$ cat src/verilog/ball_game_config.svh
`ifndef BALL_GAME_CONFIG_SVH
`define BALL_GAME_CONFIG_SVH

// Motion step rate.
`define BALL_STEP_DIV 2 // Clocks per motion step.

// Coordinate width shared by X and Y.
`define BALL_COORD_W 10

// Horizontal playfield limits.
`define BALL_X_MIN 0
`define BALL_X_MAX 639

// Start position after reset.
`define BALL_X_START 320 // Screen centre.
`define BALL_GROUND_Y 400 // Resting height, also the lowest Y.

// Horizontal speed.
`define BALL_X_STEP 2 // Pixels per step.

`endif

$ cat src/verilog/ball_game_pkg.sv
`include "ball_game_config.svh"

package ball_game_pkg;

	// Unsigned screen coordinate.
	typedef logic [`BALL_COORD_W-1:0] coord_t;

	// Signed vertical speed, pixels per step.
	typedef logic signed [`BALL_COORD_W-1:0] velocity_t;

	// Ball position, x in the upper half.
	typedef struct packed
	{
		coord_t x;
		coord_t y;
	} ball_pos_t;

	// Player key levels.
	typedef struct packed
	{
		logic jump;
		logic left;
		logic right;
	} ball_keys_t;

endpackage

$ cat src/verilog/motion_step_gen.sv
`timescale 1ns/1ns
`include "ball_game_config.svh"

module motion_step_gen
(
	input logic clk,
	input logic Reset,
	output logic step
);

	localparam int CNT_W = (`BALL_STEP_DIV > 1) ? $clog2(`BALL_STEP_DIV) : 1;
	localparam logic [CNT_W-1:0] CNT_LOAD = CNT_W'(`BALL_STEP_DIV - 1);

	logic [CNT_W-1:0] cnt;

	// Down-counter, step fires as it wraps.
	always_ff @(posedge clk or posedge Reset)
	begin
		if (Reset)
		begin
			cnt <= CNT_LOAD;
			step <= 1'b0;
		end
		else if (cnt == '0)
		begin
			cnt <= CNT_LOAD; // Reload for next period.
			step <= 1'b1;
		end
		else
		begin
			cnt <= cnt - 1'b1;
			step <= 1'b0;
		end
	end

	// A strobe lasts one clock whenever the divider is above one.
	a_step_single: assert property (@(posedge clk) disable iff (Reset)
		((`BALL_STEP_DIV > 1) && step) |=> !step);

endmodule

$ cat src/verilog/jump_control.sv
`timescale 1ns/1ns

module jump_control
(
	input logic clk,
	input logic Reset,
	input logic step,
	input logic jump,
	output ball_game_pkg::velocity_t y_velocity,
	output logic airborne
);

	// Rest, rise, apex, fall and settle tail.
	typedef enum logic [5:0]
	{
		st_rest,
		st_up8_0, st_up8_1,
		st_up6_0, st_up6_1, st_up6_2, st_up6_3,
		st_up5_0, st_up5_1,
		st_up4_0, st_up4_1,
		st_up3_0, st_up3_1,
		st_up2_0, st_up2_1,
		st_apex_0, st_apex_1,
		st_dn2_0, st_dn2_1,
		st_dn3_0, st_dn3_1,
		st_dn4_0, st_dn4_1,
		st_dn5_0, st_dn5_1,
		st_dn6_0, st_dn6_1, st_dn6_2, st_dn6_3,
		st_dn8_0, st_dn8_1,
		st_settle_0, st_settle_1, st_settle_2,
		st_settle_3, st_settle_4, st_settle_5
	} jump_state_t;

	jump_state_t state, state_next;

	always_ff @(posedge clk or posedge Reset)
	begin
		if (Reset)
			state <= st_rest;
		else if (step)
			state <= state_next; // One table entry per step.
	end

	always_comb
	begin
		state_next = state;
		case (state)
			st_rest: if (jump) state_next = st_up8_0;
			st_up8_0: state_next = st_up8_1;
			st_up8_1: state_next = st_up6_0;
			st_up6_0: state_next = st_up6_1;
			st_up6_1: state_next = st_up6_2;
			st_up6_2: state_next = st_up6_3;
			st_up6_3: state_next = st_up5_0;
			st_up5_0: state_next = st_up5_1;
			st_up5_1: state_next = st_up4_0;
			st_up4_0: state_next = st_up4_1;
			st_up4_1: state_next = st_up3_0;
			st_up3_0: state_next = st_up3_1;
			st_up3_1: state_next = st_up2_0;
			st_up2_0: state_next = st_up2_1;
			st_up2_1: state_next = st_apex_0;
			st_apex_0: state_next = st_apex_1;
			st_apex_1: state_next = st_dn2_0;
			st_dn2_0: state_next = st_dn2_1;
			st_dn2_1: state_next = st_dn3_0;
			st_dn3_0: state_next = st_dn3_1;
			st_dn3_1: state_next = st_dn4_0;
			st_dn4_0: state_next = st_dn4_1;
			st_dn4_1: state_next = st_dn5_0;
			st_dn5_0: state_next = st_dn5_1;
			st_dn5_1: state_next = st_dn6_0;
			st_dn6_0: state_next = st_dn6_1;
			st_dn6_1: state_next = st_dn6_2;
			st_dn6_2: state_next = st_dn6_3;
			st_dn6_3: state_next = st_dn8_0;
			st_dn8_0: state_next = st_dn8_1;
			st_dn8_1: state_next = st_settle_0;
			st_settle_0: state_next = st_settle_1;
			st_settle_1: state_next = st_settle_2;
			st_settle_2: state_next = st_settle_3;
			st_settle_3: state_next = st_settle_4;
			st_settle_4: state_next = st_settle_5;
			st_settle_5: state_next = st_rest; // Back on the ground.
			default: state_next = st_rest;
		endcase
	end

	// Velocity table, 68 pixels up and 68 down.
	always_comb
	begin
		case (state)
			st_up8_0, st_up8_1: y_velocity = -8;
			st_up6_0, st_up6_1, st_up6_2, st_up6_3: y_velocity = -6;
			st_up5_0, st_up5_1: y_velocity = -5;
			st_up4_0, st_up4_1: y_velocity = -4;
			st_up3_0, st_up3_1: y_velocity = -3;
			st_up2_0, st_up2_1: y_velocity = -2;
			st_dn2_0, st_dn2_1: y_velocity = 2;
			st_dn3_0, st_dn3_1: y_velocity = 3;
			st_dn4_0, st_dn4_1: y_velocity = 4;
			st_dn5_0, st_dn5_1: y_velocity = 5;
			st_dn6_0, st_dn6_1, st_dn6_2, st_dn6_3: y_velocity = 6;
			st_dn8_0, st_dn8_1: y_velocity = 8;
			default: y_velocity = '0; // Rest, apex and settle.
		endcase
	end

	assign airborne = (state != st_rest);

	// Resting ball must not drift.
	a_rest_still: assert property (@(posedge clk) disable iff (Reset)
		(state == st_rest) |-> (y_velocity == '0));

	// A jump starts only from a sampled key.
	a_rest_hold: assert property (@(posedge clk) disable iff (Reset)
		((state == st_rest) && step && !jump) |=> (state == st_rest));

endmodule

$ cat src/verilog/ball_motion.sv
`timescale 1ns/1ns
`include "ball_game_config.svh"

module ball_motion
(
	input logic clk,
	input logic Reset,
	input logic step,
	input ball_game_pkg::velocity_t y_velocity,
	input logic left,
	input logic right,
	output ball_game_pkg::ball_pos_t ball_pos
);

	import ball_game_pkg::*;

	localparam coord_t X_MIN = coord_t'(`BALL_X_MIN);
	localparam coord_t X_MAX = coord_t'(`BALL_X_MAX);
	localparam coord_t X_STEP = coord_t'(`BALL_X_STEP);
	localparam coord_t X_START = coord_t'(`BALL_X_START);
	localparam coord_t GROUND_Y = coord_t'(`BALL_GROUND_Y);

	logic move_left;
	logic move_right;
	coord_t x_next;
	coord_t y_next;

	// Opposite keys cancel.
	assign move_left = left && !right;
	assign move_right = right && !left;

	// Horizontal step with saturation at the walls.
	always_comb
	begin
		x_next = ball_pos.x;
		if (move_right)
		begin
			if (ball_pos.x > X_MAX - X_STEP)
				x_next = X_MAX;
			else
				x_next = ball_pos.x + X_STEP;
		end
		else if (move_left)
		begin
			if (ball_pos.x < X_MIN + X_STEP)
				x_next = X_MIN; // Keeps clear of underflow.
			else
				x_next = ball_pos.x - X_STEP;
		end
	end

	// Two's complement add, negative speed moves up.
	assign y_next = ball_pos.y + coord_t'(y_velocity);

	always_ff @(posedge clk or posedge Reset)
	begin
		if (Reset)
		begin
			ball_pos.x <= X_START;
			ball_pos.y <= GROUND_Y;
		end
		else if (step)
		begin
			ball_pos.x <= x_next;
			ball_pos.y <= y_next;
		end
	end

	// The velocity table must sum to zero so the ball lands on the ground.
	a_above_ground: assert property (@(posedge clk) disable iff (Reset)
		ball_pos.y <= GROUND_Y);

endmodule

$ cat src/verilog/ball_game_top.sv
`timescale 1ns/1ns

module ball_game_top
(
	input logic clk,
	input logic Reset,
	input ball_game_pkg::ball_keys_t keys,
	output ball_game_pkg::ball_pos_t ball_pos,
	output logic airborne,
	output logic step
);

	import ball_game_pkg::*;

	velocity_t y_velocity;

	motion_step_gen i_motion_step_gen
	(
		.clk (clk),
		.Reset (Reset),
		.step (step)
	);

	jump_control i_jump_control
	(
		.clk (clk),
		.Reset (Reset),
		.step (step),
		.jump (keys.jump),
		.y_velocity (y_velocity),
		.airborne (airborne)
	);

	// Position seen one step after the velocity.
	ball_motion i_ball_motion
	(
		.clk (clk),
		.Reset (Reset),
		.step (step),
		.y_velocity (y_velocity),
		.left (keys.left),
		.right (keys.right),
		.ball_pos (ball_pos)
	);

endmodule

$ cat config.mk
export PLATFORM = sky130hd
export DESIGN_NAME = ball_game_top
export DESIGN_NICKNAME = d
export VERILOG_FILES = /design/src/verilog/ball_game_pkg.sv /design/src/verilog/motion_step_gen.sv /design/src/verilog/jump_control.sv /design/src/verilog/ball_motion.sv /design/src/verilog/ball_game_top.sv
export VERILOG_INCLUDE_DIRS = /design/src /design/src/verilog
export SDC_FILE = /design/constraint.sdc
export NUM_CORES = 1
export LEC_CHECK = 0
export BUFFER_PORTS_ARGS = -buffer_cell sky130_fd_sc_hd__buf_2
export CAP_MARGIN = 25
export CORE_MARGIN = 2
export CORE_UTILIZATION = 53
export CTS_CLUSTER_DIAMETER = 80
export DETAILED_ROUTE_END_ITERATION = 7
export GPL_ROUTABILITY_DRIVEN = 0
export HOLD_SLACK_MARGIN = 0.05
export PLACE_DENSITY_LB_ADDON = 0.25
export SETUP_SLACK_MARGIN = 0.1
export SLEW_MARGIN = 20
export SYNTH_ARGS = -nofsm -noshare
export SYNTH_HDL_FRONTEND = slang
export SYNTH_SLANG_ARGS = --single-unit
$ cat constraint.sdc
create_clock -name clk -period 3.15 [get_ports clk]
set_input_delay 0.315 -clock clk [delete_from_list [all_inputs] [get_ports clk]]
set_output_delay 0.315 -clock clk [all_outputs]
set_load 0.05 [all_outputs]
==> results.json, run 1 <==
{
  "status": "complete, no violations",
  "antenna_found_initial": 0,
  "clk_pin_slew_ns": 0.11,
  "async_flop_share_pct": 100,
  "worstSetupPathType": "reg -> reg",
  "fmax_mhz": 346,
  "synth_top_area_share_pct": 22.9,
  "clock_latency_ns": 0.28,
  "diodes": 0,
  "whs_path_depth": 1,
  "syn_area_sq_um": 2410,
  "synth_edf_count": 0,
  "rsz0062_at_grt": "yes",
  "clockBufferDepth": 2,
  "drt_pass1_iterations": 4,
  "grt_first_pass_wirelength_microns": 9580,
  "pin_count": 27,
  "die_x_microns": 71.4,
  "port-buffer-count": 26,
  "timing.final.crit_share_pct": 91.7,
  "area_growth_pct": 13.1,
  "relSlewSlack_pct": 59.9,
  "initialDrtViolationCount": 118,
  "hold_viol": 0,
  "hpwl_microns": 4150,
  "final_util_pct": 62.6,
  "synth.net_count": 317,
  "fp.dieH_microns": 71.4,
  "min_period_ns": 2.89,
  "synth_area_leader_cell": "dfrtp_1",
  "fp-row-count": 24,
  "cp-start-kind": "flop",
  "die-area_sq_um": 5100,
  "tns_ns": 0,
  "hp-class": "reg -> reg",
  "cts_max_level": 1,
  "post-place-cells": 363,
  "drc": 0,
  "grt_max_degree": 21,
  "syn_avg_cell_area_sq_um": 8.22,
  "synthTopCellsByArea": "dfrtp_1 23%, ha_1 9.4%, dfstp_2 6.5%, nand2_1 4.8%, o21ai_0 4.6%",
  "grt_pass1_vias": 2098,
  "setup_viol": 0,
  "netlist-cell-type-count": 58,
  "worstPathRequired_ns": 3.31,
  "final_cells": 370,
  "yosysSeqAreaShare_pct": 29.4,
  "core_area_sq_um": 4350,
  "track_usage_pct": 22.9,
  "drive_gt1_share_pct": 21.7,
  "wirelength_microns": 5690,
  "vias_per_cell": 6.24,
  "endpoint_kind": "flop",
  "synthFlopType": "dfrtp_1",
  "wl_per_cell_microns": 15.4,
  "ys_warn_count": 0,
  "overflow": 0,
  "final_max_slew_viol_count": 0,
  "yosys_register_bits": 28,
  "nNetsFinal": 343,
  "cts_root_buffer": "clkbuf_8",
  "vias": 2310,
  "cts-buffers-inserted": 3,
  "reg2reg_depth": 11,
  "initial_core_util_pct": 55.3,
  "tightestPinTransition_ns": 0.595,
  "cp.arrival_ns": 3.05,
  "synthCells": 293,
  "antenna_left": 0,
  "max_cap_viol_count": 0,
  "clock_skew_ns": 0.0116,
  "clock_sinks": 28,
  "cp_max_fo": 6,
  "cts_tree": "done"
}
[layout by cell type, fill, tap and decap left out, drive strengths merged, types with 6 or more instances in the layout]
master | netlist | layout
nor2 | 23 | 23
a31oi | 7 | 7
nand2 | 31 | 31
nand3 | 9 | 9
buf | 8 | 38
dfstp | 6 | 6
ha | 18 | 18
a21oi | 16 | 16
inv | 17 | 17
dfrtp | 22 | 22
nor3 | 11 | 11
mux2 | 7 | 7
o21ai | 22 | 22
[synthesized netlist by cell type (5+ instances only)]
library cell  number
o31ai_1            5
mux2_2             7
a31oi_1            7
dfstp_2            6
nor2_1            22
nand2_1           31
ha_1              18
dfrtp_1           22
inv_1             17
a21o_1             5
nand3_1            9
clkbuf_1          10
nand3b_1           5
o21ai_0           22
a21oi_1           16
a211oi_1           5
o211ai_1           5
nor3_1            11
[final timing paths]
path                                                     start                                endpoint  slack [ns]
setup / recovery           i_jump_control.state[0]$_DFFE_PP0P_   i_ball_motion.ball_pos[9]$_DFFE_PP0P_        0.26
hold / removal                 i_motion_step_gen.cnt$_DFF_PP1_         i_motion_step_gen.cnt$_DFF_PP1_        0.46
setup reg to reg           i_jump_control.state[0]$_DFFE_PP0P_   i_ball_motion.ball_pos[9]$_DFFE_PP0P_        0.26
hold reg to reg                i_motion_step_gen.cnt$_DFF_PP1_         i_motion_step_gen.cnt$_DFF_PP1_        0.46
max in group asynchronous                                Reset  i_ball_motion.ball_pos[16]$_DFFE_PP1P_        1.96
min in group asynchronous                                Reset     i_jump_control.state[2]$_DFFE_PP0P_        0.60
[final cells by class]
class	count	area, sq um
clock inverters	1	30.0
fillers	377	1630
repair buffers	39	238
multi-input cells	230	1580
clock buffers	3	41.3
well taps	52	65.1
flip-flops and latches	28	708
inverters	17	63.8
[metrics by stage]
stage	cell area, sq um	setup slack [ns]	hold WS [ns]
6_report	2720	0.262	0.455
5_1_grt	2720	0.0710	0.466
4_1_cts	2690	0.139	0.462
3_5_place_dp	2600	0.0741	0.362
2_1_floorplan	2410	0.186	0.376
3_3_place_gp	2590	0.198	0.431
[cells by family (layout without fill, tap and decap cells)]
| kind of cell | after synthesis | after routing | share of synthesized area [%] |
|---|---|---|---|
| xor gates and xnor gates | 6 | 6 | 2.18 |
| AOI/OAI and AO/OA | 92 | 92 | 25.5 |
| and+or+nand+nor | 106 | 106 | 23.0 |
| buffers and inverters | 35 | 60 | 6.44 |
| adders and majority gates | 19 | 19 | 10.2 |
| muxes | 7 | 7 | 3.27 |
| DFF | 28 | 28 | 29.4 |
[routing by layer]
metal	vias up	share of wire, %	wire, microns	global-route usage (%)
met3	8	5.2	296	3.38
met4	0	0.97	55	6.71
met1	1098	45	2570	31.5
met2	76	49	2770	37.7
met5	-	0	0	0
li1	1128	-	-	-
[registers in the layout (all words and copies together) (netlist names)]
register                count
i_ball_motion.ball_pos     20
i_jump_control.state        6
i_motion_step_gen.cnt       1
i_motion_step_gen.step      1
[critical path: stages, from the launching register on]
cell and delay, ns:
dfrtp_1 0.44, inv_1 0.12, ha_1 0.22, inv_1 0.08
o311ai_4 0.34, inv_2 0.13, ha_1 0.32, a211oi_2 0.26
nor2_1 0.09, or4_1 0.40, o31ai_1 0.21, o221ai_1 0.15
[timing repair]
item	4_1_cts	5_1_grt
pin swaps	0	3
setup endpoints to repair	1	5
endpoints found under the hold margin	7	0
setup buffers	0	2
hold buffers	1	0
resized for setup	1	7
Power of run 1 is left out: the tool's default activity adds up to more than one toggle a clock period on the data nets, which glitch-free logic cannot reach.
==> run 2, diff against run 1 <==
--- a/config.mk
+++ b/config.mk
@@ -10,9 +10,8 @@
 export CAP_MARGIN = 25
 export CORE_MARGIN = 2
-export CORE_UTILIZATION = 53
+export CORE_UTILIZATION = 45
 export CTS_CLUSTER_DIAMETER = 80
 export DETAILED_ROUTE_END_ITERATION = 7
 export GPL_ROUTABILITY_DRIVEN = 0
-export HOLD_SLACK_MARGIN = 0.05
 export PLACE_DENSITY_LB_ADDON = 0.25
 export SETUP_SLACK_MARGIN = 0.1
==> constraint.sdc (replaced) <==
create_clock -name clk -period 3.15 [get_ports clk]
set_input_delay 0 -clock clk [delete_from_list [all_inputs] [get_ports clk]]
set_output_delay 0 -clock clk [all_outputs]
set_load 0.05 [all_outputs]
==> results.json, run 2 (synthesized netlist as in run 1, its figures left out) <==
{
  "critPathTopFamily": "compound AO/OA/AOI/OAI gates",
  "relSlewSlack_pct": 42.5,
  "antenna_found_initial": 0,
  "cts_max_level": 1,
  "vias": 2250,
  "cts_root_buffer": "clkbuf_8",
  "reg2reg_slack_ns": 0.25,
  "status": "complete, no violations",
  "clk_pin_slew_ns": 0.11,
  "final_util_pct": 52.7,
  "wirelength_microns": 5660,
  "drt_pass1_iterations": 4,
  "worstSetupPathType": "reg -> reg",
  "post_dp_cell_area_sq_um": 2610,
  "antenna_left": 0,
  "setup_viol": 0,
  "diodes": 0,
  "max_cap_viol_count": 0,
  "cp_cell_sequence": "inv_1 -> ha_1 -> inv_1 -> o311ai_4 -> inv_2 -> ha_1 -> a211oi_2 -> nor2_1 -> or4_1 -> o31ai_1 -> o221ai_1",
  "cp.arrival_ns": 3.06,
  "drc": 0,
  "grt_max_degree": 24,
  "grt_first_pass_wirelength_microns": 9630,
  "clock_latency_ns": 0.28,
  "drive_gt1_share_pct": 21.2,
  "worstHoldStart": "keys[2]",
  "top_register": "i_ball_motion.ball_pos",
  "slowest_delay_ns": 0.44,
  "port-buffer-count": 26,
  "grt_pass1_vias": 2122,
  "final_cell_mix": "31 x nand2_1, 26 x buf_2, 22 x nor2_1",
  "worst-path-buf-inv": 3,
  "overflow": 0,
  "initialDrtViolationCount": 120,
  "fin_area_sq_um": 2710,
  "min_period_ns": 2.90,
  "cp_slowest_cell": "dfrtp_1",
  "fp-row-count": 26,
  "clock_sinks": 28,
  "cp_max_fo": 6,
  "track_usage_pct": 19.3,
  "clockBufferDepth": 2,
  "cts_tree": "done",
  "tns_ns": 0,
  "fmax_mhz": 344,
  "largest_registers": "i_ball_motion.ball_pos x20, i_jump_control.state x6",
  "largest_reg_flops": 20,
  "tightestPinTransition_ns": 0.862,
  "r2r_start": "i_jump_control.state[1]$_DFFE_PP0P_",
  "hp-class": "in -> reg",
  "rsz0062_at_grt": "yes",
  "pin_count": 27,
  "hold_path_end": "i_jump_control.state[1]$_DFFE_PP0P_",
  "clock_skew_ns": 0.00519,
  "hpwl_microns": 4080,
  "hold_viol": 0,
  "area_growth_pct": 12.6,
  "whs_path_depth": 5,
  "layout_commonest_cell": "nand2_1",
  "fp.dieH_microns": 77.1,
  "wl_per_cell_microns": 14.7,
  "reg2reg_depth": 11,
  "worstPathRequired_ns": 3.30,
  "timing.final.crit_share_pct": 92.2,
  "die_x_microns": 77.1,
  "cp-start-kind": "flop",
  "final_max_slew_viol_count": 0,
  "vias_per_cell": 5.83,
  "core_area_sq_um": 5140,
  "initial_core_util_pct": 46.8,
  "cts-buffers-inserted": 3,
  "endpoint_kind": "flop",
  "r2r_end": "i_ball_motion.ball_pos[9]$_DFFE_PP0P_",
  "die-area_sq_um": 5950,
  "nNetsFinal": 341
}
==> run 2: layout make-up <==
cell class | instances | area (sq um)
clock buffers | 4 | 45.0
fillers | 508 | 2430
well taps | 70 | 87.6
multi-input cells | 230 | 1590
repair buffers | 37 | 215
inverters | 17 | 63.8
flip-flops and latches | 28 | 709
==> run 2: worst reg2reg max path, stage by stage, from the launching register on <==
cell      delay [ns]
dfrtp_1         0.44
inv_1           0.12
ha_1            0.24
inv_1           0.09
o311ai_4        0.29
inv_2           0.14
ha_1            0.32
a211oi_2        0.27
nor2_1          0.09
or4_1           0.41
o31ai_1         0.22
o221ai_1        0.15
==> run 2: through the flow <==
step                      setup WS [ns]  std cells  hold WS (ns)
after global routing             0.0499        386         0.433
after detailed placement          0.124        380         0.230
final                             0.246        386         0.328
after floorplan                   0.186        293        0.0610
after CTS                         0.101        385         0.328
after global placement            0.166        380         0.214
==> run 2: worst max path at each step <==
stage | slack (ns) | endpoint | startpoint | cells after the start
floorplan | 0.19 | i_ball_motion.ball_pos[9]$_DFFE_PP0P_ | i_jump_control.state[0]$_DFFE_PP0P_ | 12
global placement | 0.17 | i_ball_motion.ball_pos[9]$_DFFE_PP0P_ | i_jump_control.state[0]$_DFFE_PP0P_ | 11
detailed placement | 0.12 | i_ball_motion.ball_pos[9]$_DFFE_PP0P_ | i_jump_control.state[0]$_DFFE_PP0P_ | 11
CTS | 0.10 | i_ball_motion.ball_pos[9]$_DFFE_PP0P_ | i_jump_control.state[0]$_DFFE_PP0P_ | 11
global route | 0.05 | i_ball_motion.ball_pos[9]$_DFFE_PP0P_ | i_jump_control.state[0]$_DFFE_PP0P_ | 11
finish | 0.25 | i_ball_motion.ball_pos[9]$_DFFE_PP0P_ | i_jump_control.state[1]$_DFFE_PP0P_ | 11
==> run 2: repair_timing <==
item                                   in CTS  in global routing
setup endpoints to repair                   0                  5
endpoints found under the hold margin      16                  0
hold buffers                                1                  0
resized for setup                           0                  9
buffers inserted                            0                  1
==> run 2: layer usage <==
metal  GRT usage [%]  part of all wire (%)  up-vias
met5               0                     0        -
met2            31.0                    47       58
met4            5.71                  0.95        0
li1                -                     -     1128
met3            1.88                   3.8        6
met1            27.5                    48     1058
Power of run 2 is left out for the same reason.
==> run 3, diff against run 2 <==
Settings changed: BUFFER_PORTS_ARGS -buffer_cell sky130_fd_sc_hd__buf_2 to -buffer_cell sky130_fd_sc_hd__clkbuf_2.
==> results.json, run 3 (synthesized netlist as in run 1, its figures left out) <==
{
  "status": "complete, no violations",
  "diodes": 0,
  "track_usage_pct": 19.9,
  "overflow": 0,
  "fmax_mhz": 342,
  "pin_count": 27,
  "timing.final.crit_share_pct": 92.8,
  "reg2reg_slack_ns": 0.23,
  "vias_per_cell": 5.92,
  "cts_root_buffer": "clkbuf_8",
  "grt_max_degree": 24,
  "top_register": "i_ball_motion.ball_pos",
  "largest_reg_flops": 20,
  "cp-start-kind": "flop",
  "nNetsFinal": 342,
  "die-area_sq_um": 5950,
  "num-fill-cells": 496,
  "min_period_ns": 2.92,
  "cp_cell_sequence": "inv_1 -> ha_1 -> inv_1 -> o311ai_4 -> inv_2 -> ha_1 -> a211oi_2 -> nor2_1 -> or4_1 -> o31ai_1 -> o221ai_1",
  "die_x_microns": 77.1,
  "drc": 0,
  "hpwl_microns": 4100,
  "layout.area.seq_sq_um": 708,
  "layout_commonest_cell": "nand2_1",
  "endpoint_kind": "flop",
  "antenna_left": 0,
  "final_cells": 387,
  "drive_gt1_share_pct": 22.1,
  "reg2reg_depth": 11,
  "fp.dieH_microns": 77.1,
  "rsz0062_at_grt": "yes",
  "r2r_end": "i_ball_motion.ball_pos[9]$_DFFE_PP0P_",
  "clock_skew_ns": 0.0124,
  "area_growth_pct": 14.4,
  "largest_registers": "i_ball_motion.ball_pos x20, i_jump_control.state x6",
  "wl_per_cell_microns": 14.7,
  "final_max_slew_viol_count": 0,
  "antenna_found_initial": 0,
  "r2r_start": "i_jump_control.state[0]$_DFFE_PP0P_",
  "worstPathRequired_ns": 3.29,
  "cp_slowest_cell": "dfrtp_1",
  "worstSetupPathType": "reg -> reg",
  "initial_core_util_pct": 46.8,
  "clk_pin_slew_ns": 0.11,
  "preCtsSetupSlack_ns": 0.0619,
  "post-place-cells": 379,
  "port-buffer-count": 26,
  "core_area_sq_um": 5140,
  "grt_pass1_vias": 2120,
  "tightestPinTransition_ns": 0.762,
  "final_util_pct": 53.6,
  "multi_input_area_sq_um": 1600,
  "fp-row-count": 26,
  "cts_max_level": 1,
  "cts-buffers-inserted": 3,
  "critical_path.startpoint": "i_jump_control.state[0]$_DFFE_PP0P_",
  "postLayoutSetupSlackWorst_ns": 0.226,
  "slowest_delay_ns": 0.43,
  "clock_latency_ns": 0.28,
  "hp-class": "in -> reg",
  "max_cap_viol_count": 0,
  "setup_viol": 0,
  "clock_sinks": 28,
  "grt_first_pass_wirelength_microns": 9870,
  "hold_viol": 0,
  "cts_tree": "done",
  "initialDrtViolationCount": 147,
  "drt_pass1_iterations": 5,
  "cp_max_fo": 6,
  "cp.arrival_ns": 3.07,
  "tns_ns": 0,
  "crit_end": "i_ball_motion.ball_pos[9]$_DFFE_PP0P_",
  "clockBufferDepth": 2,
  "wirelength_microns": 5690,
  "vias": 2291,
  "final_cell_mix": "31 x nand2_1, 26 x clkbuf_2, 22 x nor2_1, 22 x dfrtp_1, 21 x o21ai_0",
  "relSlewSlack_pct": 49.2
}
run 3: changes by cell type in the layout (fill, tap and decap cells not counted):
| cell | delta |
|---|---|
| a21oi_2 | +1 |
| bufinv_16 | +1 |
| dfrtp_1 | +1 |
| dfrtp_2 | -1 |
| buf_4 | +1 |
| a21oi_1 | -1 |
| o311ai_2 | +1 |
| buf_2 | -26 |
| clkbuf_1 | -1 |
| o311ai_0 | -1 |
| clkbuf_2 | +26 |
run 3: metal layers:
layer | vias up | wire, microns | global-route usage (%)
li1 | 1129 | - | -
met3 | 8 | 196 | 3.06
met1 | 1092 | 2600 | 26.2
met5 | - | 0 | 0
met2 | 62 | 2820 | 33.8
met4 | 0 | 82 | 5.18
run 3: worst min-delay path by stage:
stage	startpoint	endpoint	slack, ns	depth (start not counted)
global route	keys[2]	i_jump_control.state[0]$_DFFE_PP0P_	0.36	5
finish	keys[2]	i_jump_control.state[0]$_DFFE_PP0P_	0.34	5
detailed placement	Reset	i_ball_motion.ball_pos[19]$_DFFE_PP0P_	0.15	2
floorplan	Reset	i_ball_motion.ball_pos[0]$_DFFE_PP0P_	0.06	1
global placement	Reset	i_ball_motion.ball_pos[10]$_DFFE_PP0P_	0.13	2
CTS	keys[2]	i_jump_control.state[0]$_DFFE_PP0P_	0.33	5
run 3: what timing repair did:
item / in CTS / in global routing
endpoints found under the hold margin: 13 / 0
gates cloned: 0 / 0
pin swaps: 0 / 4
resized for setup: 1 / 10
hold buffers: 1 / 0
endpoints found under the setup margin: 1 / 5
setup buffers: 0 / 3
run 3: worst max-delay path: cells and delay by family (launching register included):
family                   cells  cell delay [ns]
flip-flops                   1             0.43
AO/OA/AOI/OAI                4             0.96
AND/OR/NAND/NOR              2             0.49
buffers and inverters        3             0.35
adder cells (fa/ha/maj)      2             0.55
run 3: cell type report:
type | instances | share of cell area, %
tap | 70 | 3.18
inverter | 17 | 2.32
sequential | 28 | 25.7
clock inverter | 1 | 1.09
timing repair buffer | 38 | 8.09
clock buffer | 3 | 1.50
multi-input combinational | 230 | 58.1
run 3: metrics by stage:
step | area (sq um) | hold slack, ns
2_1_floorplan | 2410 | 0.0610
3_3_place_gp | 2600 | 0.133
3_5_place_dp | 2600 | 0.147
4_1_cts | 2690 | 0.330
5_1_grt | 2750 | 0.356
6_report | 2750 | 0.341
Power of run 3 is left out for the same reason.
